==> config.mk <==
export PLATFORM = sky130hd
export DESIGN_NAME = resetSequencer
export DESIGN_NICKNAME = d
export VERILOG_FILES = /design/src/design/resetSequencer.sv
export SDC_FILE = /design/constraint.sdc
export NUM_CORES = 1
export LEC_CHECK = 0
export ABC_AREA = 1
export BUFFER_PORTS_ARGS = -buffer_cell sky130_fd_sc_hd__buf_2
export CAP_MARGIN = 25
export CORE_AREA = 2 2 39 41
export CTS_CLUSTER_DIAMETER = 80
export DETAILED_ROUTE_END_ITERATION = 10
export DIE_AREA = 0 0 41 43
export GPL_TIMING_DRIVEN = 0
export PLACE_DENSITY_LB_ADDON = 0.12
export SLEW_MARGIN = 20
export SYNTH_ARGS = -nofsm -noshare
export SYNTH_HDL_FRONTEND = slang
export SYNTH_SLANG_ARGS = --single-unit
==> constraint.sdc <==
create_clock -name s_systemClock -period 1.29 [get_ports s_systemClock]
set_input_delay 0.387 -clock s_systemClock [delete_from_list [all_inputs] [get_ports s_systemClock]]
set_output_delay 0.387 -clock s_systemClock [all_outputs]
set_load 0.05 [all_outputs]
==> src/design/resetSequencer.sv <==
`timescale 1ns/1ps

module resetSequencer #(
  parameter int RESET_CYCLES = 16
) (
  input  logic s_systemClock,
  input  logic s_pllLocked,
  output logic systemReset,
  output logic cameraResetN
);

  localparam int COUNT_WIDTH = $clog2(RESET_CYCLES + 1);

  logic [COUNT_WIDTH-1:0] lockCount;
  logic                   resetDone;

  // Loss of lock throws the whole system back into reset at once
  always_ff @(posedge s_systemClock or negedge s_pllLocked) begin
    if (!s_pllLocked) begin
      lockCount <= '0;
      resetDone <= 1'b0;
    end else if (!resetDone) begin
      if (lockCount == COUNT_WIDTH'(RESET_CYCLES - 1)) begin
        resetDone <= 1'b1;
      end else begin
        lockCount <= lockCount + 1'b1;
      end
    end
  end

  assign systemReset  = ~resetDone;
  assign cameraResetN = resetDone;

endmodule

### Word level (Yosys, flattened, before mapping)

Cells that the tools add are included.

| storage, ports and cells | value |
|---|---|
| register bits after elaboration | 6 |
| input bits | 2 |
| output and inout bits | 2 |
| word-level logic and storage cells | 9 |

| cells by class | value |
|---|---|
| $add $sub $neg | 1 |
| equality and inequality tests | 1 |
| mux-type cells | 2 |
| bitwise logic cells | 2 |
| reductions and logical operators | 1 |

Operators by type and width:

| operator | count |
|---|---|
| adder 5 x 1 -> 5 bit (second input constant) | 1 |
| equality test 5 x 4 -> 1 bit (second input constant) | 1 |
| 2-to-1 mux 1 bit | 2 |
| NOT 1 bit | 2 |
| AND reduction 2 bit | 1 |

### Logic depth before layout (Yosys ltp)

| logic depth | value |
|---|---|
| depth in word-level cells | 3 |
| gate-level depth with buffers | 8 |
| gate-level depth less buffers | 8 |

### Worst setup path after synthesis

No wires, ideal clock.

| path | value |
|---|---|
| path kind | register to register |
| start point | register lockCount[0] |
| end point | register lockCount[2] |
| setup time | 119 ps |
| arrival time | 1221 ps |
| required time | 1171 ps |
| slack | -51 ps |
| stages on the path, launching flop included | 9 |
| buffers on the path | 0 |
| period minus slack after synthesis | 1341 ps |
| cell sequence | dfrtp_1 -> ha_1 -> inv_1 -> nor3_1 -> ha_1 -> inv_2 -> nand2_4 -> o21ai_2 -> nand2_1 |

| on the way | value |
|---|---|
| word-level cells in the longest chain between the ends | 3 |
| elaborated cells between the ends (all ways) | 4 |
| those cells by class | add/sub: 1; eq/ne: 1; bitwise: 1; reduce/logical: 1 |

Ends and longest elaborated chain:

| element | RTL line | text |
|---|---|---|
| from (decl) | 14 | `logic [COUNT_WIDTH-1:0] lockCount;` |
| from (signal assigned) | 26 | `lockCount <= lockCount + 1'b1;` |
| branches (longest 3 deep; another with adder 5 x 1 -> 5 bit) | n/a |  |

Parallel ways; which one is timed is not known.
A chain may end at the register's enable or synchronous reset.

### Worst setup path in the final report

| path | value |
|---|---|
| start point | register resetDone (netlist: cameraResetN) |
| end point | output port systemReset |

| on the way | value |
|---|---|
| word-level cells in the longest chain between the ends | 1 |

Ends and longest elaborated chain:

| element | RTL line | text |
|---|---|---|
| from (decl) | 15 | `logic resetDone;` |
| from (signal assigned) | 21 | `resetDone <= 1'b0;` |
| from (signal assigned) | 24 | `resetDone <= 1'b1;` |
| NOT 1 bit (no source line) | n/a |  |
| to (decl) | 8 | `output logic systemReset,` |

No other way between the ends.

==> results by group <==
Outcome
  – Outcome: finished, violations left
  – Failing checks: setup timing

Clock network
  – CTS tree: built
  – Clk root buf: clkbuf_4
  – H-tree depth: 1
  – Clock buffer count from CTS: 3
  – Clock slew at reported path FFs: 50 ps
  – CTS Buffer Depth: 2
  – Clk Latency, worst-skew pair: 250 ps
  – CTS sink cnt: 6

Pwr
  – NetSw: 0.0776 mW
  – PD cells: 850 nW/um2
  – Peak VDD IR: 435 uV
  – Switch share: 20.1%
  – Flop pwr share: 48.8%
  – Clock network fraction of total power: 49.4%
  – Power Total: 0.387 mW
  – Combinational share of power: 1.8%
  – Leakage: 0.237 nW
  – Pint: 0.309 mW

Critical path
  – R2r startpoint: lockCount[1]
  – Slowest stage delay, CP: 450 ps
  – Worst path depth: 2
  – Worst Path Buf+Inv: 2
  – Worst path slowest cell: dfrtp_2
  – Crit-path cells: inv_4 -> buf_8
  – Worst-path fanout max: 3
  – FF-to-FF setup slack: 20 ps
  – Delay-heaviest family, CP: flip-flops
  – WP data required: 900 ps
  – Critical R2R Capture: lockCount[3]
  – CP arrival: 910 ps
  – Reg2Reg Depth: 8
  – Nature of the critical path startpoint: flip-flop
  – Crit path capture: systemReset
  – Critical Path Sink Type: output pin
  – Worst Setup Path Type: flip-flop to output pin
  – Crit path from: cameraResetN

Global routing
  – Largest net degree at the start of global routing: 7
  – Vias in the first global route: 252
  – Grt ovf: 0
  – Initial antenna violation count: 0
  – First-pass GRT wire length: 1140 um
  – Gr usage total: 11.2%

Layout
  – Leading cell type in the layout, fill and taps excluded: nand2_1
  – N_diodes: 0
  – Final std cells w/o fill: 63
  – Layout cells sized above 1: 55.3%
  – Filler instances: 149
  – Final net count: 52
  – Area Overhead vs Synth: 51.0%
  – Commonest non-fill, non-tap cells in the layout: nand2_1, buf_4, dfrtp_1

Synthesis
  – Cell accounting for the most synthesized area: dfrtp_1
  – Synth cell types: 12
  – Post-synth top area share: 49.8%
  – Gate Count Post-Synth: 32
  – Syn_nets: 36
  – Syn avg cell area: 9.42 um2
  – Flops & latches, synth: 6
  – Cell Area, Synth: 302 um2
  – Synth area leaders: dfrtp_1, nand2_1, ha_1
  – Warnings, synthesis: 0
  – Sequential area share after synthesis: 49.8%

Timing
  – Final worst slack: -4.09 ps
  – RSZ-0062 raised after global routing: yes
  – Period utilization: 100%
  – Slew Limit Headroom: 89.7%
  – Slew Viols, Final: 0
  – Fin. Hold Viols: 0
  – Final setup viols: 1
  – Tmin final: 1290 ps
  – Peak Freq: 0.773 GHz
  – Worst Tran Pin Value: 155 ps
  – Clock skew: 6.83 ps

Min path
  – Hold Crit Class: flip-flop to flip-flop

Drt
  – Wire per inst: 9.67 um
  – Detailed Routing Iterations Pass 1: 2
  – Vias per inst: 3.94
  – # DRC: 0
  – Via count: 248
  – DR iter-0 viols: 1
  – Routed Antenna Nets: 0
  – WL final: 609 um

Placement
  – GP Congestion: 0.747
  – DP Cell Count: 51
  – Port buffer count: 3
  – HPWL reported at the end of detailed placement: 446 um

Floorplanning
  – I/O Pins: 4
  – Initial Util: 21.8%
  – Chip width: 41 um
  – Die height: 43 um
  – Core area: 1380 um2
  – Die ar.: 1760 um2
  – # rows: 14

Flow run
  – Max-Cap Viols: 0
## kinds of logic after synthesis
logic type,count (synthesis),synth area share [%]
xor gates and xnor gates,1,2.91
and+or+nand+nor,15,25.7
adders and majority gates,2,8.30
DFF,6,49.8
AOI/OAI and AO/OA,2,5.81
buffers and inverters,6,7.47
## metrics by stage
step	utilization (%)	TNS, ps	area (um2)	hold slack, ps	worst slack [ps]
floorplan	-	-9.96	305	91.4	-9.96
global placement	24.6	-379	340	221	-82.4
detailed placement	24.6	-492	340	223	-119
CTS	31.8	-42.9	440	478	-24.3
global route	32.9	-395	455	494	-90.5
finish	32.9	-4.09	455	472	-4.09
## worst register-to-register path, delay by kind of cell (launching register included)
kind / cells / cell delay (ps)
buf+inv: 1 / 60
fa+ha+maj: 2 / 380
simple gates: 5 / 360
flops: 1 / 370
## cell usage after synthesis, drive strengths merged
library cell / number
dfrtp: 6
o21ai: 2
nor3: 1
nand2: 10
nand3: 2
ha: 2
xor2: 1
inv: 6
nor2: 2
## power groups by stage
stage               clock, mW  sequential, mW  combinational, mW
floorplan                   0           0.192        0.000000113
finish                  0.191           0.189            0.00713
CTS                     0.203           0.189            0.00762
global placement            0           0.192            0.00508
detailed placement          0           0.192            0.00522
global route            0.223           0.188            0.00830
## per-layer routing
layer	vias to the layer above	routed length (um)	track usage [%]
met3	4	38	7.85
met4	0	23	10.0
met2	5	306	14.4
met1	111	241	11.5
li1	128	-	-
met5	-	0	0
## sequential cells by signal, summed over array words and instances (netlist names)
| register | flops |
|---|---|
| lockCount | 5 |
| cameraResetN | 1 |
## area by class of cell
class / count / area (um2) / share of cell area [%]
inverter: 6 / 25.0 / 5.49
timing repair buffer: 11 / 93.8 / 20.6
tap: 16 / 20.0 / 4.40
sequential: 6 / 151 / 33.2
multi-input combinational: 20 / 139 / 30.5
clock buffer: 4 / 26.3 / 5.77
## worst min path at each step
stage / endpoint / start / cells past startpoint / slack (ps)
2_1_floorplan: cameraResetN / s_pllLocked / 0 / 90
3_3_place_gp: lockCount[4] / s_pllLocked / 1 / 220
3_5_place_dp: lockCount[1] / s_pllLocked / 1 / 220
4_1_cts: lockCount[3] / lockCount[3] / 2 / 480
5_1_grt: lockCount[4] / s_pllLocked / 2 / 490
6_report: lockCount[3] / lockCount[3] / 2 / 470
## repair_timing
item                                   in CTS  in global routing
setup endpoints to repair                   8                  6
setup buffers                               5                  2
pin swaps                                   3                  3
endpoints found under the hold margin       6                  0
resized for setup                           9                  0
hold buffers                                1                  0
Note: power is estimated with default switching activity, not from simulation.
