### config.mk
export PLATFORM = sky130hd
export DESIGN_NAME = busArbiter
export DESIGN_NICKNAME = d
export VERILOG_FILES = /design/src/design/memBusPkg.sv /design/src/design/busArbiter.sv
export SDC_FILE = /design/constraint.sdc
export NUM_CORES = 1
export LEC_CHECK = 0
export BUFFER_PORTS_ARGS = -buffer_cell sky130_fd_sc_hd__buf_2
export CAP_MARGIN = 10
export CORE_AREA = 2 2 78 80
export DETAILED_ROUTE_END_ITERATION = 16
export DIE_AREA = 0 0 80 82
export PLACE_DENSITY_LB_ADDON = 0.05
export SLEW_MARGIN = 20
export SYNTH_ARGS = -nofsm -noshare
export SYNTH_HDL_FRONTEND = slang
export SYNTH_SLANG_ARGS = --single-unit
### constraint.sdc
create_clock -name s_systemClock -period 0.9 [get_ports s_systemClock]
set_clock_uncertainty 0.1 [all_clocks]
set_input_delay 0.09 -clock s_systemClock [delete_from_list [all_inputs] [get_ports s_systemClock]]
set_output_delay 0.09 -clock s_systemClock [all_outputs]
set_load 0.01 [all_outputs]
### src/design/memBusPkg.sv
package memBusPkg;

  // ====================
  // Bus widths
  // ====================

  // Word address into the frame memory
  typedef logic [9:0] memAddress_t;

  typedef logic [31:0] memWord_t;

  // One access on the shared memory bus, a read when write is low
  typedef struct packed {
    memAddress_t address;
    memWord_t    writeData;
    logic        write;
  } memRequest_t;

  // ====================
  // Requesters
  // ====================

  localparam int NUM_REQUESTERS = 2;

  // The lower index has the higher priority
  localparam int REQ_DISPLAY = 0;
  localparam int REQ_CAMERA  = 1;

endpackage

### src/design/busArbiter.sv
`timescale 1ns/1ps

module busArbiter
  import memBusPkg::*;
(
  input  logic        s_systemClock,
  input  logic        systemReset,
  input  memRequest_t displayRequest,
  input  logic        displayWants,
  input  memRequest_t cameraRequest,
  input  logic        cameraWants,
  output logic        displayGrant,
  output logic        cameraGrant,
  output memRequest_t memoryRequest,
  output logic        memoryEnable,
  input  memWord_t    memoryReadData,
  output memWord_t    replyData,
  output logic        displayReply
);

  logic [NUM_REQUESTERS-1:0] requestVector;
  logic [NUM_REQUESTERS-1:0] grantVector;
  logic                      displayReadPending;

  always_comb begin
    requestVector              = '0;
    requestVector[REQ_DISPLAY] = displayWants;
    requestVector[REQ_CAMERA]  = cameraWants;
  end

  // Keep only the lowest set request bit
  assign grantVector = requestVector & (~requestVector + NUM_REQUESTERS'(1));

  assign displayGrant = grantVector[REQ_DISPLAY];
  assign cameraGrant  = grantVector[REQ_CAMERA];

  assign memoryEnable  = |requestVector;
  assign memoryRequest = displayGrant ? displayRequest : cameraRequest;

  // The memory answers one cycle after the access, so remember who asked
  always_ff @(posedge s_systemClock or posedge systemReset) begin
    if (systemReset) begin
      displayReadPending <= 1'b0;
    end else begin
      displayReadPending <= displayGrant & ~displayRequest.write;
    end
  end

  assign displayReply = displayReadPending;
  assign replyData    = memoryReadData;

endmodule

Word-level counts from Yosys, hierarchy flattened. Index checks and enable logic that the tools add are counted.

$add $sub $neg: 1. $mul: 0. Div/mod/pow operators: 0. $lt $le $gt $ge: 0. Equality and inequality tests: 0. Shifts and indexed selects: 0. Multiplexer cells: 1. Bitwise gates (word level): 4. Reduce and logical (&&, ||, !) cells: 1.

Operators with widths (number): 2-to-1 mux 43 bit (1); adder 2 x 1 -> 2 bit (second input constant) (1); AND 2 bit (1); inverter 2 bit (1); OR reduction 2 bit (1); AND 1 bit (1); inverter 1 bit (1).

Register bits after elaboration: 1. Latch bits: 0. RAM bits: 0. Bits in read-only memories: 0. Bits of input ports: 122. Output and inout bits: 79. Word-level logic and storage cells: 8. Memories: 0.

Longest topological paths before layout. Gate-level depths: netlist of run 1.

Word-level depth: 4. Mapped depth: 3.

Worst setup path before layout of run 1. OpenSTA, ideal clock, no wires.

Path type: input -> output. Start: input displayWants. End: output memoryRequest[27] (netlist bit). Arrival: 695 ps. Data required time: 710 ps. Setup slack: 15 ps. Cell stages on the path: 3. Buffers on the path: 2. Path through: buf_6 buf_8 mux2_4.

RTL lines: from (decl) (RTL line busArbiter.sv:9) `input logic displayWants,`; to (decl) (RTL line busArbiter.sv:14) `output memRequest_t memoryRequest,`.

==> impl_metrics.py, run 1 <==
metrics = {
    "pwr": {
        "p_total_mw": 1.128,
        "power-per-cell-area_nw_per_um2": 576.8,
        "switching_share": 0.3097,
        "p_seq_frac": 0.043,
        "clkPwrFrac": 0,
        "ir_drop_mv": 0.2829,
        "p_int_mw": 0.7787,
        "switchingPower_mw": 0.3493,
        "comb_power_share": 0.957,
        "p_leak_nw": 1.104,
    },
    "cells_and_area": {
        "syn_to_final_growth_pct": 94.65,
        "final_nets": 316,
        "final_area_um2": 1956,
        "largest_reg_flops": 1,
        "num_antenna_cells": 0,
        "instances_no_fill": 267,
        "layout-drive-gt1-share": 0.9740,
    },
    "yosys": {
        "synth_top_family_by_area": "multiplexers",
        "syn_area_per_cell_um2": 11.68,
        "synth.area.mux_share": 0.6202,
        "synth_seq_cells": 1,
        "synth_xor_area_frac": 0,
        "synth_fa_ha_area_frac": 0,
        "synth_area_um2": 1005,
        "ys_seq_area_frac": 0.02491,
        "ys_top_cells_by_area": "mux2_4, buf_4, mux2_2",
        "synthSimpleGateAreaFrac": 0.01868,
        "synth.top_cell.area_share": 0.5529,
        "synth_top_cell_by_area": "mux2_4",
        "yosysWarnings": 0,
        "syn_inst": 86,
        "ys_types": 10,
        "synth_compound_area_frac": 0,
        "synth_fp_nets": 208,
    },
    "timing": {
        "rsz0062_at_grt": "yes",
        "layout_setup_ws_ns": -0.1135,
        "slew_violations": 0,
        "maxSlewHeadroom": 0.9422,
        "timing.final.crit_share": 1.126,
        "setup_tns_ns": -4.187,
        "fmax_ghz": 0.9867,
        "tightest_slew_ns": 0.08676,
        "setup_viol_count_final": 44,
        "hold_viol": 0,
        "fin_crit_ns": 1.013,
    },
    "routing": {
        "dr_wl_met2_um": 1741,
        "drc_errors": 0,
        "ant_nets": 0,
        "wirelength_um": 3505,
        "dr_wl_met3_um": 542,
        "drt_iter0_drc": 4,
        "vias_per_cell": 3.955,
        "first_pass_iters": 2,
        "top_layer": "met4",
        "vias": 1056,
        "met1_length_um": 1199,
        "avgRoutedWirePerCell_um": 13.13,
    },
    "floorplanning": {
        "row_count": 28,
        "floorplan.die_area_um2": 6560,
        "initial_core_util": 0.1749,
        "ios": 201,
        "core_um2": 5746,
        "die_w_um": 80,
        "die_y_um": 82,
    },
    "setup_path": {
        "crit_path_end_kind": "primary output",
        "arrival_ns": 0.82,
        "cp-start-kind": "primary input",
        "critPathMaxFanout": 11,
        "crit_start": "displayWants",
        "critPathKind": "primary input to primary output",
        "cp.required_ns": 0.71,
    },
    "grt": {
        "grt_max_degree": 12,
        "grt_pass1_vias": 1148,
        "antenna_found_initial": 0,
        "grt_pass1_wl_um": 5023,
        "gr-usage-all-layers": 0.09543,
        "gr-total-overflow": 0,
    },
    "placed_design": {
        "routabilityCongestion": 0.7547,
        "port_buffers": 136,
        "place_area_um2": 1485,
        "placedCellCount": 261,
        "dp_hpwl_um": 2652,
    },
    "hold_path": {
        "holdCritStartpoint": "memoryReadData[5]",
        "hold_class": "primary input to primary output",
    },
    "outcome": {
        "outcome": "finished, violations left",
        "violations": "setup timing",
    },
    "job": {
        "drv_cap": 0,
    },
    "clock_tree": {
        "postCtsSetupBuffers": 0,
    },
}
[worst paths after layout]
| kind | cells past startpoint | slack, ns | end |
|---|---|---|---|
| setup / recovery | 4 | -0.11 | memoryRequest[26] |
| hold / removal | 0 | 0.08 | replyData[5] |
| max in group asynchronous | 3 | 0.22 | displayReply$_DFF_PP0_ |
| min in group asynchronous | 3 | 0.39 | displayReply$_DFF_PP0_ |
[through the flow]
step                      hold slack, ns    util  setup WS (ns)
after floorplan                  -0.2813       -        0.01535
after global placement           -0.1520  0.2585        -0.2239
final                            0.08000  0.3404        -0.1135
after CTS                        0.08007  0.3399        -0.1238
after global routing             0.08003  0.3404        -0.1379
after detailed placement         -0.1562  0.2585        -0.2336
[Yosys cell counts]
| master | n |
|---|---|
| buf_12 | 3 |
| buf_4 | 33 |
| buf_6 | 1 |
| buf_8 | 1 |
| dfrtp_1 | 1 |
| inv_1 | 1 |
| mux2_2 | 6 |
| mux2_4 | 37 |
| nor2b_1 | 2 |
| or2_2 | 1 |
[cell families (layout without fill, tap and decap cells)]
family,count (synthesis),in the layout
DFF,1,1
and+or+nand+nor,3,3
buffers and inverters,39,145
muxes,43,43
[metal layers]
layer / GRT usage / up-vias
met1: 0.1014 / 445
met4: 0.005085 / 0
li1: - / 479
met3: 0.03407 / 6
met2: 0.1883 / 126
met5: 0 / -
[worst max-delay path, stage by stage]
cell	delay, ns
buf_16	0.14
buf_16	0.16
mux2_4	0.31
buf_6	0.12
[cell type report]
class                      count  area (um2)
fill                         583        3790
timing repair buffer         144        1166
multi-input combinational     46       666.9
tap                           75       93.84
sequential                     1       25.02
inverter                       1       3.754
[cells in the final DEF, fill, tap and decap left out, drive strengths merged]
cell type    synthesis  routed
buf                 38     143
dfrtp                1       1
mux2                43      43
nor2b                2       2
dlygate4sd3          0       1
or2                  1       1
inv                  1       1
[power by group through the flow]
stage | Clock [mW] | Combinational, mW | Sequential (mW)
3_3_place_gp | 0 | 0.762 | 0.0485
4_1_cts | 0 | 1.09 | 0.0484
6_report | 0 | 1.08 | 0.0484
2_1_floorplan | 0 | 0.578 | 0.0499
5_1_grt | 0 | 1.15 | 0.0487
3_5_place_dp | 0 | 0.768 | 0.0484
[what timing repair did]
| action | in CTS | in global routing |
|---|---|---|
| gates cloned | 5 | 0 |
| setup endpoints to repair | 44 | 44 |
| resized for setup | 60 | 1 |
| hold buffers | 1 | 0 |
| hold endpoints to repair | 1 | 0 |
(Power assumes the default switching activity.)
==> inputs of run 2 (changes only) <==
--- a/config.mk
+++ b/config.mk
@@ -5,6 +5,7 @@
 export SDC_FILE = /design/constraint.sdc
 export NUM_CORES = 1
 export LEC_CHECK = 0
+export ABC_AREA = 1
 export BUFFER_PORTS_ARGS = -buffer_cell sky130_fd_sc_hd__buf_2
 export CAP_MARGIN = 10
 export CORE_AREA = 2 2 78 80
==> impl_metrics.py, run 2 <==
metrics = {
    "outcome": {
        "outcome": "finished, final reports clean",
    },
    "cells_and_area": {
        "num-fill-cells": 667,
        "final_area_um2": 1590,
        "multiInputGateArea_um2": 500.5,
        "instances_no_fill": 360,
        "regArea_um2": 25.02,
        "syn_to_final_growth_pct": 82.62,
        "layout-drive-gt1-share": 0.5298,
        "final_core_util": 0.2768,
        "final_common_cell": "buf_2",
        "final_nets": 409,
        "final_cell_mix": "buf_2, nand2_1, buf_12, clkbuf_16",
        "largest_reg_flops": 1,
        "num_antenna_cells": 0,
    },
    "floorplanning": {
        "floorplan.die_area_um2": 6560,
        "ios": 201,
        "initial_core_util": 0.1516,
        "die_w_um": 80,
        "core_um2": 5746,
        "die_y_um": 82,
        "row_count": 28,
    },
    "clock_tree": {
        "postCtsSetupBuffers": 0,
    },
    "yosys": {
        "synth_seq_cells": 1,
        "synth_fp_nets": 300,
        "synth_ff_type": "dfrtp_1",
        "synth_area_um2": 870.8,
        "ys_types": 7,
        "synth.top_cell.area_share": 0.5603,
        "syn_inst": 178,
        "synthMostInstantiatedCell": "nand2_1",
        "netlist_top_cells_count": "nand2_1, buf_4, buf_6",
        "yosysWarnings": 0,
        "synth-async-reset-ratio": 1.000,
        "ys_top_cells_by_area": "nand2_1, buf_4, buf_6",
        "synth_edf_count": 0,
        "ys_seq_area_frac": 0.02874,
        "synth_top_cell_by_area": "nand2_1",
        "syn_area_per_cell_um2": 4.892,
    },
    "setup_path": {
        "cp-start-kind": "primary input",
        "crit_path_end_kind": "primary output",
        "cp.required_ns": 0.71,
        "arrival_ns": 0.67,
        "crit_path_top_delay_cell": "clkbuf_16",
        "path_buf_inv": 4,
        "critPathMaxFanout": 6,
        "path_cells": "buf_12 > inv_12 > clkbuf_16 > nand2_1 > nand2_1 > buf_2",
        "path_common_cell": "nand2_1",
        "critPathKind": "primary input to primary output",
        "critPathMaxStageDelay_ns": 0.15,
        "critPathTopFamily": "buffers and inverters",
    },
    "routing": {
        "ant_nets": 0,
        "wirelength_um": 4258,
        "first_pass_iters": 4,
        "vias": 1375,
        "drc_errors": 0,
        "drt_iter0_drc": 23,
        "vias_per_cell": 3.819,
        "avgRoutedWirePerCell_um": 11.83,
    },
    "grt": {
        "gr-total-overflow": 0,
        "antenna_found_initial": 0,
        "grt_pass1_wl_um": 5133,
        "gr-usage-all-layers": 0.09569,
        "grt_max_degree": 33,
        "grt_pass1_vias": 1099,
    },
    "timing": {
        "timing.final.crit_share": 0.9587,
        "maxSlewHeadroom": 0.9181,
        "tightest_slew_ns": 0.1224,
        "slew_violations": 0,
        "layout_setup_ws_ns": 0.03715,
        "hold_ws_ns": 0.08000,
        "fin_crit_ns": 0.8629,
        "hold_viol": 0,
        "fmax_ghz": 1.159,
        "setup_viol_count_final": 0,
        "rsz0062_at_grt": "yes",
    },
    "placed_design": {
        "dp_slack_ns": -0.05526,
        "placedCellCount": 354,
        "routabilityCongestion": 0.6248,
        "dp_hpwl_um": 3372,
        "place_area_um2": 1426,
        "port_buffers": 136,
    },
    "pwr": {
        "power-per-cell-area_nw_per_um2": 527.2,
        "p_leak_nw": 1.087,
        "ir_drop_mv": 0.1931,
    },
    "hold_path": {
        "min_path_cells": 0,
        "holdCritStartpoint": "memoryReadData[14]",
        "hold_end": "replyData[14]",
        "hold_class": "primary input to primary output",
    },
    "job": {
        "drv_cap": 0,
    },
}
[run 2: cell types whose count changed in the layout (fill, tap and decap cells not counted), sizes merged]
cell    change
clkbuf      +4
inv         +3
mux2       -43
nand2     +130
nor2        +2
nor2b       -2
or2         -1
[run 2: worst max-delay path by stage]
stage	depth (start not counted)	end	from	slack (ns)
final	6	memoryRequest[26]	displayWants	0.04
after global routing	6	memoryRequest[32]	displayWants	-0.0009
after CTS	6	memoryRequest[28]	displayWants	0.04
after detailed placement	6	memoryRequest[42]	displayWants	-0.06
after global placement	6	memoryRequest[16]	displayWants	-0.06
after floorplan	3	cameraGrant	displayWants	0.16
[run 2: final cells by class]
type / count / area share
Sequential cell: 1 / 0.01574
Timing Repair inverter: 1 / 0.005507
Timing Repair Buffer: 148 / 0.5901
Inverter: 3 / 0.01495
Tap cell: 75 / 0.05901
Multi-Input combinational cell: 132 / 0.3147
[run 2: kinds of logic (layout without fill, tap and decap cells)]
kind of cell  count (synthesis)  after routing  synth area share
simple gates                132            132            0.5690
flops                         1              1           0.02873
buf+inv                      45            152            0.4023
[run 2: per-layer routing]
layer / vias up / global-route usage / share of wire
met5: - / 0 / 0
met4: 0 / 0.03390 / 0.030
met3: 18 / 0.01868 / 0.13
met2: 96 / 0.1875 / 0.49
met1: 554 / 0.1008 / 0.36
li1: 707 / - / -
[run 2: report_power, final]
group / internal (mW) / switching (mW) / total, mW
Clock: 0 / 0 / 0
Combinational: 0.420 / 0.369 / 0.790
Sequential: 0.0480 / 0.000463 / 0.0485
[run 2: timing repair]
item,CTS,global route
gates resized for setup,5,7
setup endpoints to repair,44,12
hold buffers,1,0
cloned,0,5
hold endpoints to repair,1,0
[run 2: stage by stage]
stage / TNS [ns] / power (mW)
after CTS: 0 / 0.7790
after global routing: -0.0008912 / 0.9241
after floorplan: 0 / 0.5137
after global placement: -1.721 / 0.7689
final: 0 / 0.8383
after detailed placement: -1.670 / 0.7618
