--- config.mk ---
export PLATFORM = sky130hd
export DESIGN_NAME = cameraWriter
export DESIGN_NICKNAME = d
export VERILOG_FILES = /design/src/design/memBusPkg.sv /design/src/design/videoPkg.sv /design/src/design/cameraWriter.sv
export SDC_FILE = /design/constraint.sdc
export NUM_CORES = 1
export LEC_CHECK = 0
export BUFFER_PORTS_ARGS = -buffer_cell sky130_fd_sc_hd__buf_2
export CORE_ASPECT_RATIO = 2
export CORE_MARGIN = 2
export CORE_UTILIZATION = 49
export DETAILED_ROUTE_END_ITERATION = 10
export PLACE_DENSITY = 0.76
export SETUP_SLACK_MARGIN = 0.15
export SYNTH_ARGS = -nofsm -noshare
export SYNTH_HDL_FRONTEND = slang
export SYNTH_SLANG_ARGS = --single-unit
--- constraint.sdc ---
create_clock -name s_systemClock -period 2.8 [get_ports s_systemClock]
set_clock_uncertainty 0.2 [all_clocks]
set_input_delay 0.14 -clock s_systemClock [delete_from_list [all_inputs] [get_ports s_systemClock]]
set_output_delay 0.14 -clock s_systemClock [all_outputs]
set_load 0.01 [all_outputs]
--- src/design/memBusPkg.sv ---
package memBusPkg;

  // ====================
  // Bus widths
  // ====================

  // Word address into the frame memory
  typedef logic [9:0] memAddress_t;

  typedef logic [31:0] memWord_t;

  // One access on the shared memory bus, a read when write is low
  typedef struct packed {
    memAddress_t address;
    memWord_t    writeData;
    logic        write;
  } memRequest_t;

  // ====================
  // Requesters
  // ====================

  localparam int NUM_REQUESTERS = 2;

  // The lower index has the higher priority
  localparam int REQ_DISPLAY = 0;
  localparam int REQ_CAMERA  = 1;

endpackage

--- src/design/videoPkg.sv ---
package videoPkg;

  import memBusPkg::memAddress_t;

  typedef logic [15:0] rgb565_t;

  // Number of words in one read run, zero means an empty run
  typedef logic [7:0] runLength_t;

  // One camera pixel with its frame marker
  typedef struct packed {
    rgb565_t pixel;
    logic    startOfFrame;
  } pixelBeat_t;

  typedef struct packed {
    memAddress_t startAddress;
    runLength_t  wordCount;
  } readCommand_t;

endpackage

--- src/design/cameraWriter.sv ---
`timescale 1ns/1ps

module cameraWriter
  import memBusPkg::*;
  import videoPkg::*;
(
  input  logic        s_systemClock,
  input  logic        systemReset,
  input  pixelBeat_t  pixelIn,
  input  logic        pixelValid,
  output logic        pixelReady,
  output memRequest_t busRequest,
  output logic        busWants,
  input  logic        busGrant
);

  logic        haveLowHalf;
  logic        wordPending;
  logic        pixelTransfer;
  memAddress_t writeAddress;
  rgb565_t     lowHalf;
  memWord_t    pendingWord;

  // No pixel is taken while a packed word still waits for the bus
  assign pixelReady    = ~wordPending & ~systemReset;
  assign pixelTransfer = pixelValid & pixelReady;

  assign busWants   = wordPending;
  assign busRequest = '{address: writeAddress, writeData: pendingWord, write: 1'b1};

  always_ff @(posedge s_systemClock or posedge systemReset) begin
    if (systemReset) begin
      haveLowHalf  <= 1'b0;
      wordPending  <= 1'b0;
      writeAddress <= '0;
    end else begin
      if (pixelTransfer) begin
        if (pixelIn.startOfFrame) begin
          writeAddress <= '0;
          haveLowHalf  <= 1'b1;
        end else if (haveLowHalf) begin
          haveLowHalf <= 1'b0;
          wordPending <= 1'b1;
        end else begin
          haveLowHalf <= 1'b1;
        end
      end
      if (busGrant) begin
        wordPending  <= 1'b0;
        writeAddress <= writeAddress + 1'b1;
      end
    end
  end

  // First pixel of a pair lands in the low half of the word
  always_ff @(posedge s_systemClock) begin
    if (pixelTransfer) begin
      if (pixelIn.startOfFrame || !haveLowHalf) begin
        lowHalf <= pixelIn.pixel;
      end else begin
        pendingWord <= {pixelIn.pixel, lowHalf};
      end
    end
  end

endmodule

Yosys cells after proc, flatten, opt, wreduce, memory -nomap -nowiden. Cells that the tools add are included.

Multiplexer cells: 9. Bitwise logic cells: 5. Equal/unequal tests: 1. Reduce and logical (&&, ||, !) cells: 9. $add $sub $neg: 1.

Operators by type and width (number): $mux W10 (3); $add A10 B1 Y10 const B (1); $mux W1 (6); $reduce_and A2 Y1 (3); $reduce_bool A2 Y1 (3); $not A1 Y1 (3); $reduce_and A3 Y1 (1); $and A1 B1 Y1 (2); $ne A2 B1 Y1 const B (1); $logic_not A1 Y1 (1); $logic_or A1 B1 Y1 (1).

Bits of input ports: 21. Register bits after elaboration: 60.

Longest topological paths before layout. Gate-level depths: netlist of run 1.

Depth in word-level cells: 5. Depth in mapped cells: 4. Depth with buffers taken out: 4.

Worst setup path before layout of run 1. OpenSTA, ideal clock, no wires.

Path type: flip-flop to flip-flop. From: reg wordPending (netlist: busWants). To: reg pendingWord[0] (enable). Setup slack: 604 ps. Arrival time: 1603 ps. Stages on the path, launching flop included: 3. Setup time: 393 ps. Path buffers: 0. Cells stage by stage: dfrtp_1 -> nor2_1 -> and3_1.

Longest elaborated chain between the ends: 4.

RTL lines: from (decl) (line cameraWriter.sv:18) `logic wordPending;`; from (signal assigned) (line cameraWriter.sv:34) `wordPending <= 1'b0;`; from (signal assigned) (line cameraWriter.sv:43) `wordPending <= 1'b1;`; from (signal assigned) (line cameraWriter.sv:49) `wordPending <= 1'b0;`; $not A1 Y1 (line cameraWriter.sv:25) `assign pixelReady = ~wordPending & ~systemReset;`; $and A1 B1 Y1 (line cameraWriter.sv:25); named net pixelReady (line cameraWriter.sv:11) `output logic pixelReady,`; $and A1 B1 Y1 (line cameraWriter.sv:26) `assign pixelTransfer = pixelValid & pixelReady;`; $reduce_and A2 Y1 (no source line); to (signal assigned) (line cameraWriter.sv:61) `pendingWord <= {pixelIn.pixel, lowHalf};`; to (decl) (line cameraWriter.sv:22) `memWord_t pendingWord;`.

The timed path passes the listed nets, and every way through them passes these cells. A chain may end at the register's enable or synchronous reset.

Worst setup path in the final report of run 1.
From: in systemReset. To: reg wordPending (netlist: busWants).

Longest elaborated chain between the ends: 5.

RTL lines: from (decl) (line cameraWriter.sv:8) `input logic systemReset,`; $not A1 Y1 (line cameraWriter.sv:25); $and A1 B1 Y1 (line cameraWriter.sv:25); $and A1 B1 Y1 (line cameraWriter.sv:26); $reduce_bool A2 Y1 (no source line); $reduce_and A3 Y1 (no source line).

Every way passes these cells.

==> impl_metrics.csv, run 1 <==
group,metric,value,unit
clock_network,numClockSinks,60,
detailed_routing,dr.pass1.iters,4,
grt,grtUsageTotal,17.7,%
critical_path,ff2ff_setup_slack,0.61,ns
synth,synth-compound-area-share,4.90,%
detailed_routing,drt-total-wl,3960,µm
synth,async_reset_ff_share,20.0,%
critical_path,cp.required,2.80,ns
power_and_ir_drop,ir_drop,0.549,mV
synth,synth_flop_cell,"edfxtp_1",
synth,synthCells,114,
power_and_ir_drop,p_leak,1.15,nW
floorplan,core.rowCount,33,
timing,final-hold-violation-count,0,
synth,ys_ff_latch,60,
layout,post_route_cells_drive_above_1_share,39.4,%
synth,synthSimpleGateAreaFrac,6.63,%
timing,period_share,79.0,%
critical_path,critPathKind,"in2reg",
placed_design,port_buffers,64,
power_and_ir_drop,power_density,684,nW/µm²
min_path,min-delay-start,"busGrant",
layout,multi_input_area,317,µm²
synth,synth_mux_area_share,2.39,%
critical_path,critPathLaunchType,"input port",
placed_design,globalplace.congestion,0.793,
timing,final_max_slew_viol_count,0,
floorplan,io_pins,66,
critical_path,end_kind,"register",
job,cap_viol_max_count,0,
synth,avgSynthCellArea,18.4,µm²
min_path,whs_path_depth,3,
status,status,"finished clean",
grt,grt_overflow,0,
detailed_routing,avgViaCountPerCell,5.02,
detailed_routing,drc,0,
layout,nets,230,
synth,synth-seq-area-share,83.1,%
clock_network,cts_tree,"built",
timing,rsz0062_at_grt,"false",
grt,grt_pass1_vias,1304,
min_path,hold_end,"writeAddress[2]",
floorplan,dieArea,4850,µm²
floorplan,core_area,4090,µm²
layout,fillCellCount,274,
critical_path,crit_fanout,3,
timing,fin_crit,2.21,ns
synth,synth_fa_ha_area_share,0.597,%
synth,synth_edf_count,48,
timing,hold_slack,0.0358,ns
critical_path,slowest_delay,0.57,ns
critical_path,worstPathCellList,"dlygate4sd3_1, buf_2, clkinvlp_4, a31oi_1, dlygate4sd3_1, nor2_1, dlygate4sd3_1",
detailed_routing,wire_per_inst,14.9,µm
critical_path,rr_endpoint,"busWants",
synth,synth_xor_xnor_area_share,0.418,%
clock_network,clk_latency,0.32,ns
detailed_routing,ant_nets,0,
layout,syn_to_final_growth,36.8,%
critical_path,cpMostUsedCell,"dlygate4sd3_1",
clock_network,clk_pin_slew,0.06,ns
clock_network,clk_path_buf_depth,2,
detailed_routing,first_iter_violations,19,
clock_network,htreeDepth,3,
floorplan,chipWidth,50.2,µm
grt,grt_max_degree,34,
timing,setup_tns,0,ns
synth,ys_warn_count,0,
critical_path,crit_path_top_delay_cell,"dlygate4sd3_1",
clock_network,cts_root_buf,"clkbuf_8",
timing,setup_violations,0,
critical_path,worstPathArrival,2.21,ns
synth,syn_nets,136,
detailed_routing,vias,1329,
min_path,hold_path_class,"in2reg",
synth,synth_cell_types,28,
critical_path,r2r_cells,5,
synth,synth_top_family_by_area,"simple AND/OR/NAND/NOR gates",
floorplan,start_util,51.3,%
floorplan,die_h,96.5,µm
critical_path,r2r_start,"haveLowHalf",
grt,antenna_found_initial,0,
layout,n_antenna_cell,0,
grt,grt_pass1_wl,6080,µm
clock_network,numCtsBuffers,9,
synth,syn_area,2100,µm²
timing,max_freq,452,MHz
placed_design,hpwlAfterDp,2740,µm
layout,seq_area,1740,µm²
critical path: cells and delay by family:
kind	cells	cell delay [ns]
AOI/OAI and AO/OA	1	0.13
and+or+nand+nor	1	0.04
buffers and inverters	5	1.88
cell usage in the layout, fill, tap and decap left out, drive strengths merged:
master	count
o221ai	2
nand4	4
dlygate4sd3	20
clkinv	4
o21ai	4
inv	3
a22o	2
a31oi	1
buf	67
clkinvlp	2
nor2b	2
nor2	4
mux2i	5
a21boi	1
dfrtp	12
and2	1
nor3	2
ha	1
xnor2	1
conb	1
edfxtp	48
nand3	4
o31ai	2
a21oi	2
nand2	3
bufinv	1
clkbuf	10
and3	1
a2bb2oi	1
nand4bb	1
nor4	1
flip-flops by register name, summed over array words and instances (netlist names):
name / cells
pendingWord: 32
lowHalf: 16
writeAddress: 10
busWants: 1
haveLowHalf: 1
Yosys cell counts, types with 2 or more instances:
| library cell | n | area share, % |
|---|---|---|
| a21oi_1 | 2 | 0.48 |
| o221ai_1 | 2 | 0.84 |
| a22o_1 | 2 | 0.84 |
| nand3_1 | 4 | 0.96 |
| nand4_1 | 3 | 0.90 |
| inv_1 | 4 | 0.72 |
| edfxtp_1 | 48 | 69 |
| buf_2 | 3 | 0.72 |
| nor3_1 | 2 | 0.48 |
| o21ai_0 | 4 | 0.96 |
| dfrtp_1 | 12 | 14 |
| nor2_1 | 4 | 0.72 |
| mux2i_1 | 5 | 2.4 |
| nand2_1 | 3 | 0.54 |
| o31ai_1 | 2 | 0.72 |
| nor2b_1 | 2 | 0.60 |
kinds of logic after synthesis:
kind of cell	count (synthesis)
compound gates	15
xor+xnor	1
fa+ha+maj	1
buf+inv	8
flops	60
mux	5
other cells	1
simple gates	23
per-stage QoR:
stage / instances / setup WS, ns / cell area, µm² / utilization (%) / power (W)
final: 265 / 0.589 / 2870 / 70.2 / 0.00196
after global routing: 265 / 0.464 / 2870 / 70.2 / 0.00204
after CTS: 264 / 0.350 / 2860 / 69.9 / 0.00198
after detailed placement: 228 / 1.08 / 2470 / 60.5 / 0.00126
after global placement: 228 / 1.19 / 2470 / 60.5 / 0.00124
after floorplan: 114 / 0.604 / 2100 / - / 0.00117
how the worst max path moves through the flow:
stage / startpoint / depth (start not counted) / endpoint / slack, ns
2_1_floorplan: busWants / 2 / pendingWord[0] / 0.60
3_3_place_gp: busWants / 3 / writeAddress[4] / 1.19
3_5_place_dp: busWants / 3 / pendingWord[17] / 1.08
4_1_cts: systemReset / 7 / busWants / 0.35
5_1_grt: systemReset / 7 / busWants / 0.46
6_report: systemReset / 7 / busWants / 0.59
where the power goes:
group / internal (W) / switching, W
Combinational: 0.0000913 / 0.0000990
Clock: 0.000401 / 0.000294
Sequential: 0.00102 / 0.0000514
Total: 0.00152 / 0.000445
metal layers:
| metal | track usage, % | part of all wire (%) | vias to the layer above |
|---|---|---|---|
| met4 | 9.03 | 1.7 | 0 |
| met2 | 32.1 | 58 | 51 |
| li1 | - | - | 627 |
| met3 | 5.08 | 5.1 | 8 |
| met5 | 0 | 0 | - |
| met1 | 18.0 | 36 | 643 |
area by class of cell:
cell class	count	share of cell area, %
clock inverters	6	1.92
inverters	4	0.654
repair buffers	87	18.9
clock buffers	10	4.45
multi-input cells	46	11.0
well taps	52	2.27
flip-flops and latches	60	60.7
timing repair:
| action | in CTS | in global routing |
|---|---|---|
| hold buffers | 20 | 0 |
| endpoints found under the hold margin | 46 | 0 |
| setup endpoints to repair | 0 | 1 |
| buffers inserted | 0 | 1 |
| gates resized for setup | 0 | 1 |
Note: power is estimated with default switching activity, not from simulation.
==> run 2, diff against run 1 <==
- ABC_AREA: not set -> 1
- CORE_UTILIZATION: 49 -> 50
- PLACE_DENSITY: 0.76 -> 0.77
- clock period: 2.8 -> 2.2 ns (I/O delays scaled with it)
==> impl_metrics.csv, run 2 <==
group,metric,value,unit
critical_path,end_kind,"register",
layout,n_antenna_cell,0,
grt,grt_pass1_wl,5780,µm
critical_path,r2r_cells,6,
synth,synth-seq-area-share,81.5,%
timing,final-hold-violation-count,0,
timing,period_share,85.1,%
floorplan,core.rowCount,33,
timing,setup_tns,0,ns
layout,syn_to_final_growth,36.5,%
synth,async_reset_ff_share,20.0,%
placed_design,globalplace.congestion,0.710,
grt,grtUsageTotal,16.8,%
synth,synth_area_leaders,"edfxtp_1, dfrtp_1, nand2_1",
synth,ys_warn_count,0,
layout,final_common_cell,"buf_2",
grt,grt_util_met3,4.31,%
power_and_ir_drop,ir_drop,1.00,mV
synth,syn_nets,162,
synth,avgSynthCellArea,15.3,µm²
critical_path,worstPathArrival,1.92,ns
floorplan,io_pins,66,
power_and_ir_drop,power_density,871,nW/µm²
clock_network,cts_root_buf,"clkbuf_8",
detailed_routing,drt-total-wl,3710,µm
power_and_ir_drop,p_leak,1.23,nW
layout,fillCellCount,280,
layout,final_util,71.4,%
placed_design,placed_area,2520,µm²
critical_path,worstPathCellList,"dlygate4sd3_1, buf_2, nor2_4, nand2_2, nor3_4, nor2_1, nor2_1, dlygate4sd3_1",
critical_path,crit_path_top_delay_cell,"dlygate4sd3_1",
synth,yosysMostFrequentCell,"edfxtp_1",
detailed_routing,first_iter_violations,35,
detailed_routing,dr.pass1.iters,4,
clock_network,numClockSinks,60,
floorplan,dieArea,4840,µm²
detailed_routing,ant_nets,0,
clock_network,clk_pin_slew,0.06,ns
floorplan,start_util,52.3,%
status,status,"finished clean",
grt,busiest_layer,"met2",
critical_path,cp.required,2.25,ns
layout,reg.largest.list,"pendingWord x32, lowHalf x16, writeAddress x10",
layout,nets,258,
grt,antenna_found_initial,0,
grt,grt_pass1_vias,1320,
grt,gr-usage-met1,15.7,%
layout,stdcell_area,2920,µm²
timing,fin_crit,1.87,ns
floorplan,chipWidth,50.2,µm
clock_network,numCtsBuffers,9,
power_and_ir_drop,power,0.00254,W
floorplan,core_area,4090,µm²
detailed_routing,drc,0,
synth,synth.largest_area_cell,"edfxtp_1",
layout,layout_common_cells,"buf_2, edfxtp_1, dlygate4sd3_1",
clock_network,clk_path_buf_depth,2,
timing,setup_violations,0,
synth,yosysTopAreaCellShare,67.4,%
placed_design,hpwlAfterDp,2610,µm
synth,synth_cell_types,21,
synth,synth_flop_cell,"edfxtp_1",
timing,rsz0062_at_grt,"false",
synth,synthCells,140,
grt,grt_max_degree,33,
layout,post_route_cells_drive_above_1_share,35.7,%
grt,grt_use_met2,31.8,%
floorplan,die_h,96.5,µm
timing,hold_slack,0.175,ns
timing,max_freq,534,MHz
critical_path,critPathKind,"in2reg",
placed_design,port_buffers,64,
clock_network,cts_tree,"built",
critical_path,crit_fanout,4,
synth,synth_common_cells,"edfxtp_1, nand2_1, nand3_1",
synth,ys_ff_latch,60,
layout,largest_reg_flops,32,
synth,syn_area,2140,µm²
detailed_routing,wire_per_inst,12.7,µm
min_path,hold_path_class,"in2async",
job,cap_viol_max_count,0,
layout,top_register,"pendingWord",
critical_path,critPathLaunchType,"input port",
clock_network,htreeDepth,3,
critical_path,slowest_delay,0.57,ns
timing,final_max_slew_viol_count,0,
detailed_routing,avgViaCountPerCell,4.76,
detailed_routing,vias,1394,
synth,synth_edf_count,48,
clock_network,clk_latency,0.31,ns
grt,grt_overflow,0,
==> run 2: cell count changes in the layout (fill, tap and decap cells not counted), sizes merged, moves of 4 or more <==
cell and delta:
nand2 +18, nor2 +7, inv +8, o21ai +4
nand3 +12, mux2i -5
==> run 2: critical path, delay by kind of cell <==
kind / cells / cell delay (ns)
buffers and inverters: 3 / 1.24
AND/OR/NAND/NOR: 5 / 0.57
==> run 2: path summary, 6_finish.rpt <==
path / start / to / slack [ns]
min in group s_systemClock: lowHalf[8] / pendingWord[8] / 0.22
worst min-delay path: systemReset / writeAddress[4] / 0.18
max in group asynchronous: systemReset / haveLowHalf / 1.31
worst min register to register: lowHalf[8] / pendingWord[8] / 0.22
worst max-delay path: systemReset / busWants / 0.33
worst max register to register: busWants / busWants / 0.39
==> run 2: layout make-up <==
| type | count | area, µm² | area share, % |
|---|---|---|---|
| sequential | 60 | 1740 | 59.7 |
| inverter | 12 | 45.0 | 1.54 |
| clock inverter | 6 | 55.1 | 1.89 |
| tap | 52 | 65.1 | 2.23 |
| multi-input combinational | 66 | 338 | 11.6 |
| clock buffer | 10 | 128 | 4.37 |
| timing repair buffer | 87 | 546 | 18.7 |
==> run 2: power by group <==
group / switching [W] / internal [W] / total [W]
registers: 0.0000614 / 0.00131 / 0.00137
logic: 0.000168 / 0.000122 / 0.000290
clock network: 0.000367 / 0.000511 / 0.000877
total: 0.000596 / 0.00194 / 0.00254
==> run 2: stage by stage <==
| stage | setup slack [ns] | cells |
|---|---|---|
| after detailed placement | 0.471 | 256 |
| final | 0.329 | 293 |
| after floorplan | 0.0718 | 140 |
| after global placement | 0.521 | 256 |
| after CTS | 0.395 | 293 |
| after global routing | 0.254 | 293 |
==> run 2: cell families (layout without fill, tap and decap cells) <==
kind of cell,count (synthesis),count (layout),synth area share [%]
DFF,60,60,81.5
and+or+nand+nor,51,51,11.9
buffers and inverters,14,115,2.69
AOI/OAI and AO/OA,13,13,3.16
adders and majority gates,1,1,0.585
other,1,1,0.175
==> run 2: metal layers <==
layer / share of wire [%] / up-vias
li1: - / 682
met3: 5.7 / 5
met2: 57 / 55
met4: 1.6 / 0
met5: 0 / -
met1: 36 / 652
==> run 2: timing repair <==
action / in CTS / in global routing
setup endpoints to repair: 0 / 0
hold buffers: 21 / 0
setup buffers: 0 / 0
gates resized for setup: 0 / 0
hold endpoints to repair: 54 / 0
==> run 3, diff against run 2 <==
- PLACE_DENSITY: 0.77 -> not set
- PLACE_DENSITY_LB_ADDON: not set -> 0.12
- SLEW_MARGIN: not set -> 20
==> impl_metrics.csv, run 3 (synthesis gave the netlist of run 2 again) <==
group,metric,value,unit
status,status,"finished clean",
power_and_ir_drop,p_leak,1.21,nW
timing,setup_tns,0,ns
power_and_ir_drop,sequentialPowerShare,56.8,%
placed_design,placed_area,2520,µm²
power_and_ir_drop,swShare,24.6,%
layout,final_util,70.1,%
layout,final_common_cell,"buf_2",
layout,stdcell_area,2870,µm²
layout,n_antenna_cell,0,
floorplan,die_h,96.5,µm
critical_path,critPathKind,"in2reg",
critical_path,path_buf_inv,3,
layout,syn_to_final_growth,34.1,%
critical_path,worstPathCellList,"dlygate4sd3_1, buf_2, nor2_4, nand2_2, nor3_4, buf_4",
detailed_routing,first_iter_violations,11,
detailed_routing,avgViaCountPerCell,4.87,
floorplan,dieArea,4840,µm²
critical_path,end_kind,"register",
clock_network,numClockSinks,60,
clock_network,htreeDepth,3,
placed_design,globalplace.congestion,0.803,
layout,nets,256,
critical_path,critPathTopFamily,"buffers and inverters",
timing,final-hold-violation-count,0,
power_and_ir_drop,power_density,846,nW/µm²
critical_path,crit_fanout,34,
critical_path,cp.required,1.97,ns
power_and_ir_drop,ir_drop,0.623,mV
placed_design,port_buffers,64,
critical_path,slowest_delay,0.53,ns
floorplan,io_pins,66,
timing,hold_slack,0.0508,ns
critical_path,worstPathArrival,1.55,ns
detailed_routing,vias,1416,
layout,reg.largest.list,"pendingWord x32, lowHalf x16, writeAddress x10",
floorplan,core.rowCount,33,
critical_path,critPathLaunchType,"input port",
detailed_routing,wire_per_inst,13.6,µm
grt,grt_pass1_wl,6150,µm
detailed_routing,dr.pass1.iters,4,
clock_network,postCtsResizedCells,0,
power_and_ir_drop,internal_power,0.00183,W
detailed_routing,drt-total-wl,3950,µm
clock_network,numCtsBuffers,9,
clock_network,clk_latency,0.32,ns
grt,grt_overflow,0,
clock_network,clk_path_buf_depth,2,
job,cap_viol_max_count,0,
detailed_routing,drc,0,
critical_path,crit_path_top_delay_cell,"dlygate4sd3_1",
grt,grt_pass1_vias,1384,
timing,final_max_slew_viol_count,0,
grt,grtUsageTotal,18.1,%
timing,max_freq,564,MHz
grt,grt_max_degree,35,
clock_network,clk_pin_slew,0.06,ns
layout,post_route_cells_drive_above_1_share,34.7,%
layout,largest_reg_flops,32,
placed_design,hpwlAfterDp,2850,µm
power_and_ir_drop,power_frac_comb,12.0,%
layout,top_register,"pendingWord",
floorplan,start_util,52.3,%
grt,antenna_found_initial,0,
clock_network,cts_tree,"built",
timing,fin_crit,1.77,ns
min_path,hold_path_class,"in2reg",
timing,period_share,80.6,%
timing,rsz0062_at_grt,"false",
detailed_routing,ant_nets,0,
clock_network,cts_root_buf,"clkbuf_8",
critical_path,ff2ff_setup_slack,0.46,ns
layout,layout_common_cells,"buf_2, edfxtp_1, nand2_1",
floorplan,core_area,4090,µm²
power_and_ir_drop,p_sw,0.000597,W
power_and_ir_drop,clkPwrFrac,31.1,%
timing,setup_violations,0,
floorplan,chipWidth,50.2,µm
run 3: cell types whose count changed in the layout (fill, tap and decap cells not counted):
cell           change
clkinv_2           -1
clkinv_1           +1
clkinvlp_4         -1
bufinv_16          -1
dlygate4sd3_1      -2
clkbuf_1           +2
run 3: worst paths after layout:
kind                       depth (start not counted)        start               to
min in group asynchronous                          3  systemReset  writeAddress[3]
max in group asynchronous                          3  systemReset  writeAddress[7]
setup reg to reg                                   4     busWants  pendingWord[27]
hold / removal                                     4   pixelIn[0]  writeAddress[1]
hold reg to reg                                    0  lowHalf[15]  pendingWord[15]
setup / recovery                                   6  systemReset  pendingWord[27]
run 3: metal layers:
| layer | wire length, µm | GRT usage [%] | vias to the layer above |
|---|---|---|---|
| li1 | - | - | 685 |
| met1 | 1370 | 17.4 | 666 |
| met2 | 2260 | 33.0 | 52 |
| met3 | 192 | 5.38 | 13 |
| met4 | 128 | 11.1 | 0 |
| met5 | 0 | 0 | - |
run 3: stage by stage:
step	instances	power (W)	setup WS [ns]
after floorplan	140	0.00153	0.0718
after global placement	256	0.00164	0.555
after detailed placement	256	0.00166	0.473
after CTS	291	0.00245	0.450
after global routing	291	0.00255	0.326
final	291	0.00242	0.427
run 3: worst min-delay path, stage by stage:
cell and delay [ns]:
buf_2 0.14, nand3_2 0.15, nand3_1 0.08, nand2_1 0.06
run 3: layout make-up:
cell class / count / area, µm²
clock buffer: 12 / 135
clock inverter: 4 / 16.3
fill: 310 / 1220
inverter: 12 / 45.0
multi-input combinational: 66 / 338
sequential: 60 / 1740
tap: 52 / 65.1
timing repair buffer: 85 / 526
run 3: power by group through the flow:
stage                     logic, W  clock network, W  registers [W]
final                     0.000292          0.000755        0.00138
after CTS                 0.000292          0.000788        0.00138
after detailed placement  0.000265                 0        0.00140
after floorplan           0.000118                 0        0.00142
after global placement    0.000253                 0        0.00139
after global routing      0.000323          0.000835        0.00139
run 3: repair_timing:
action	CTS	global route
hold endpoints to repair	54	0
hold buffers	19	0
buffers inserted	0	0
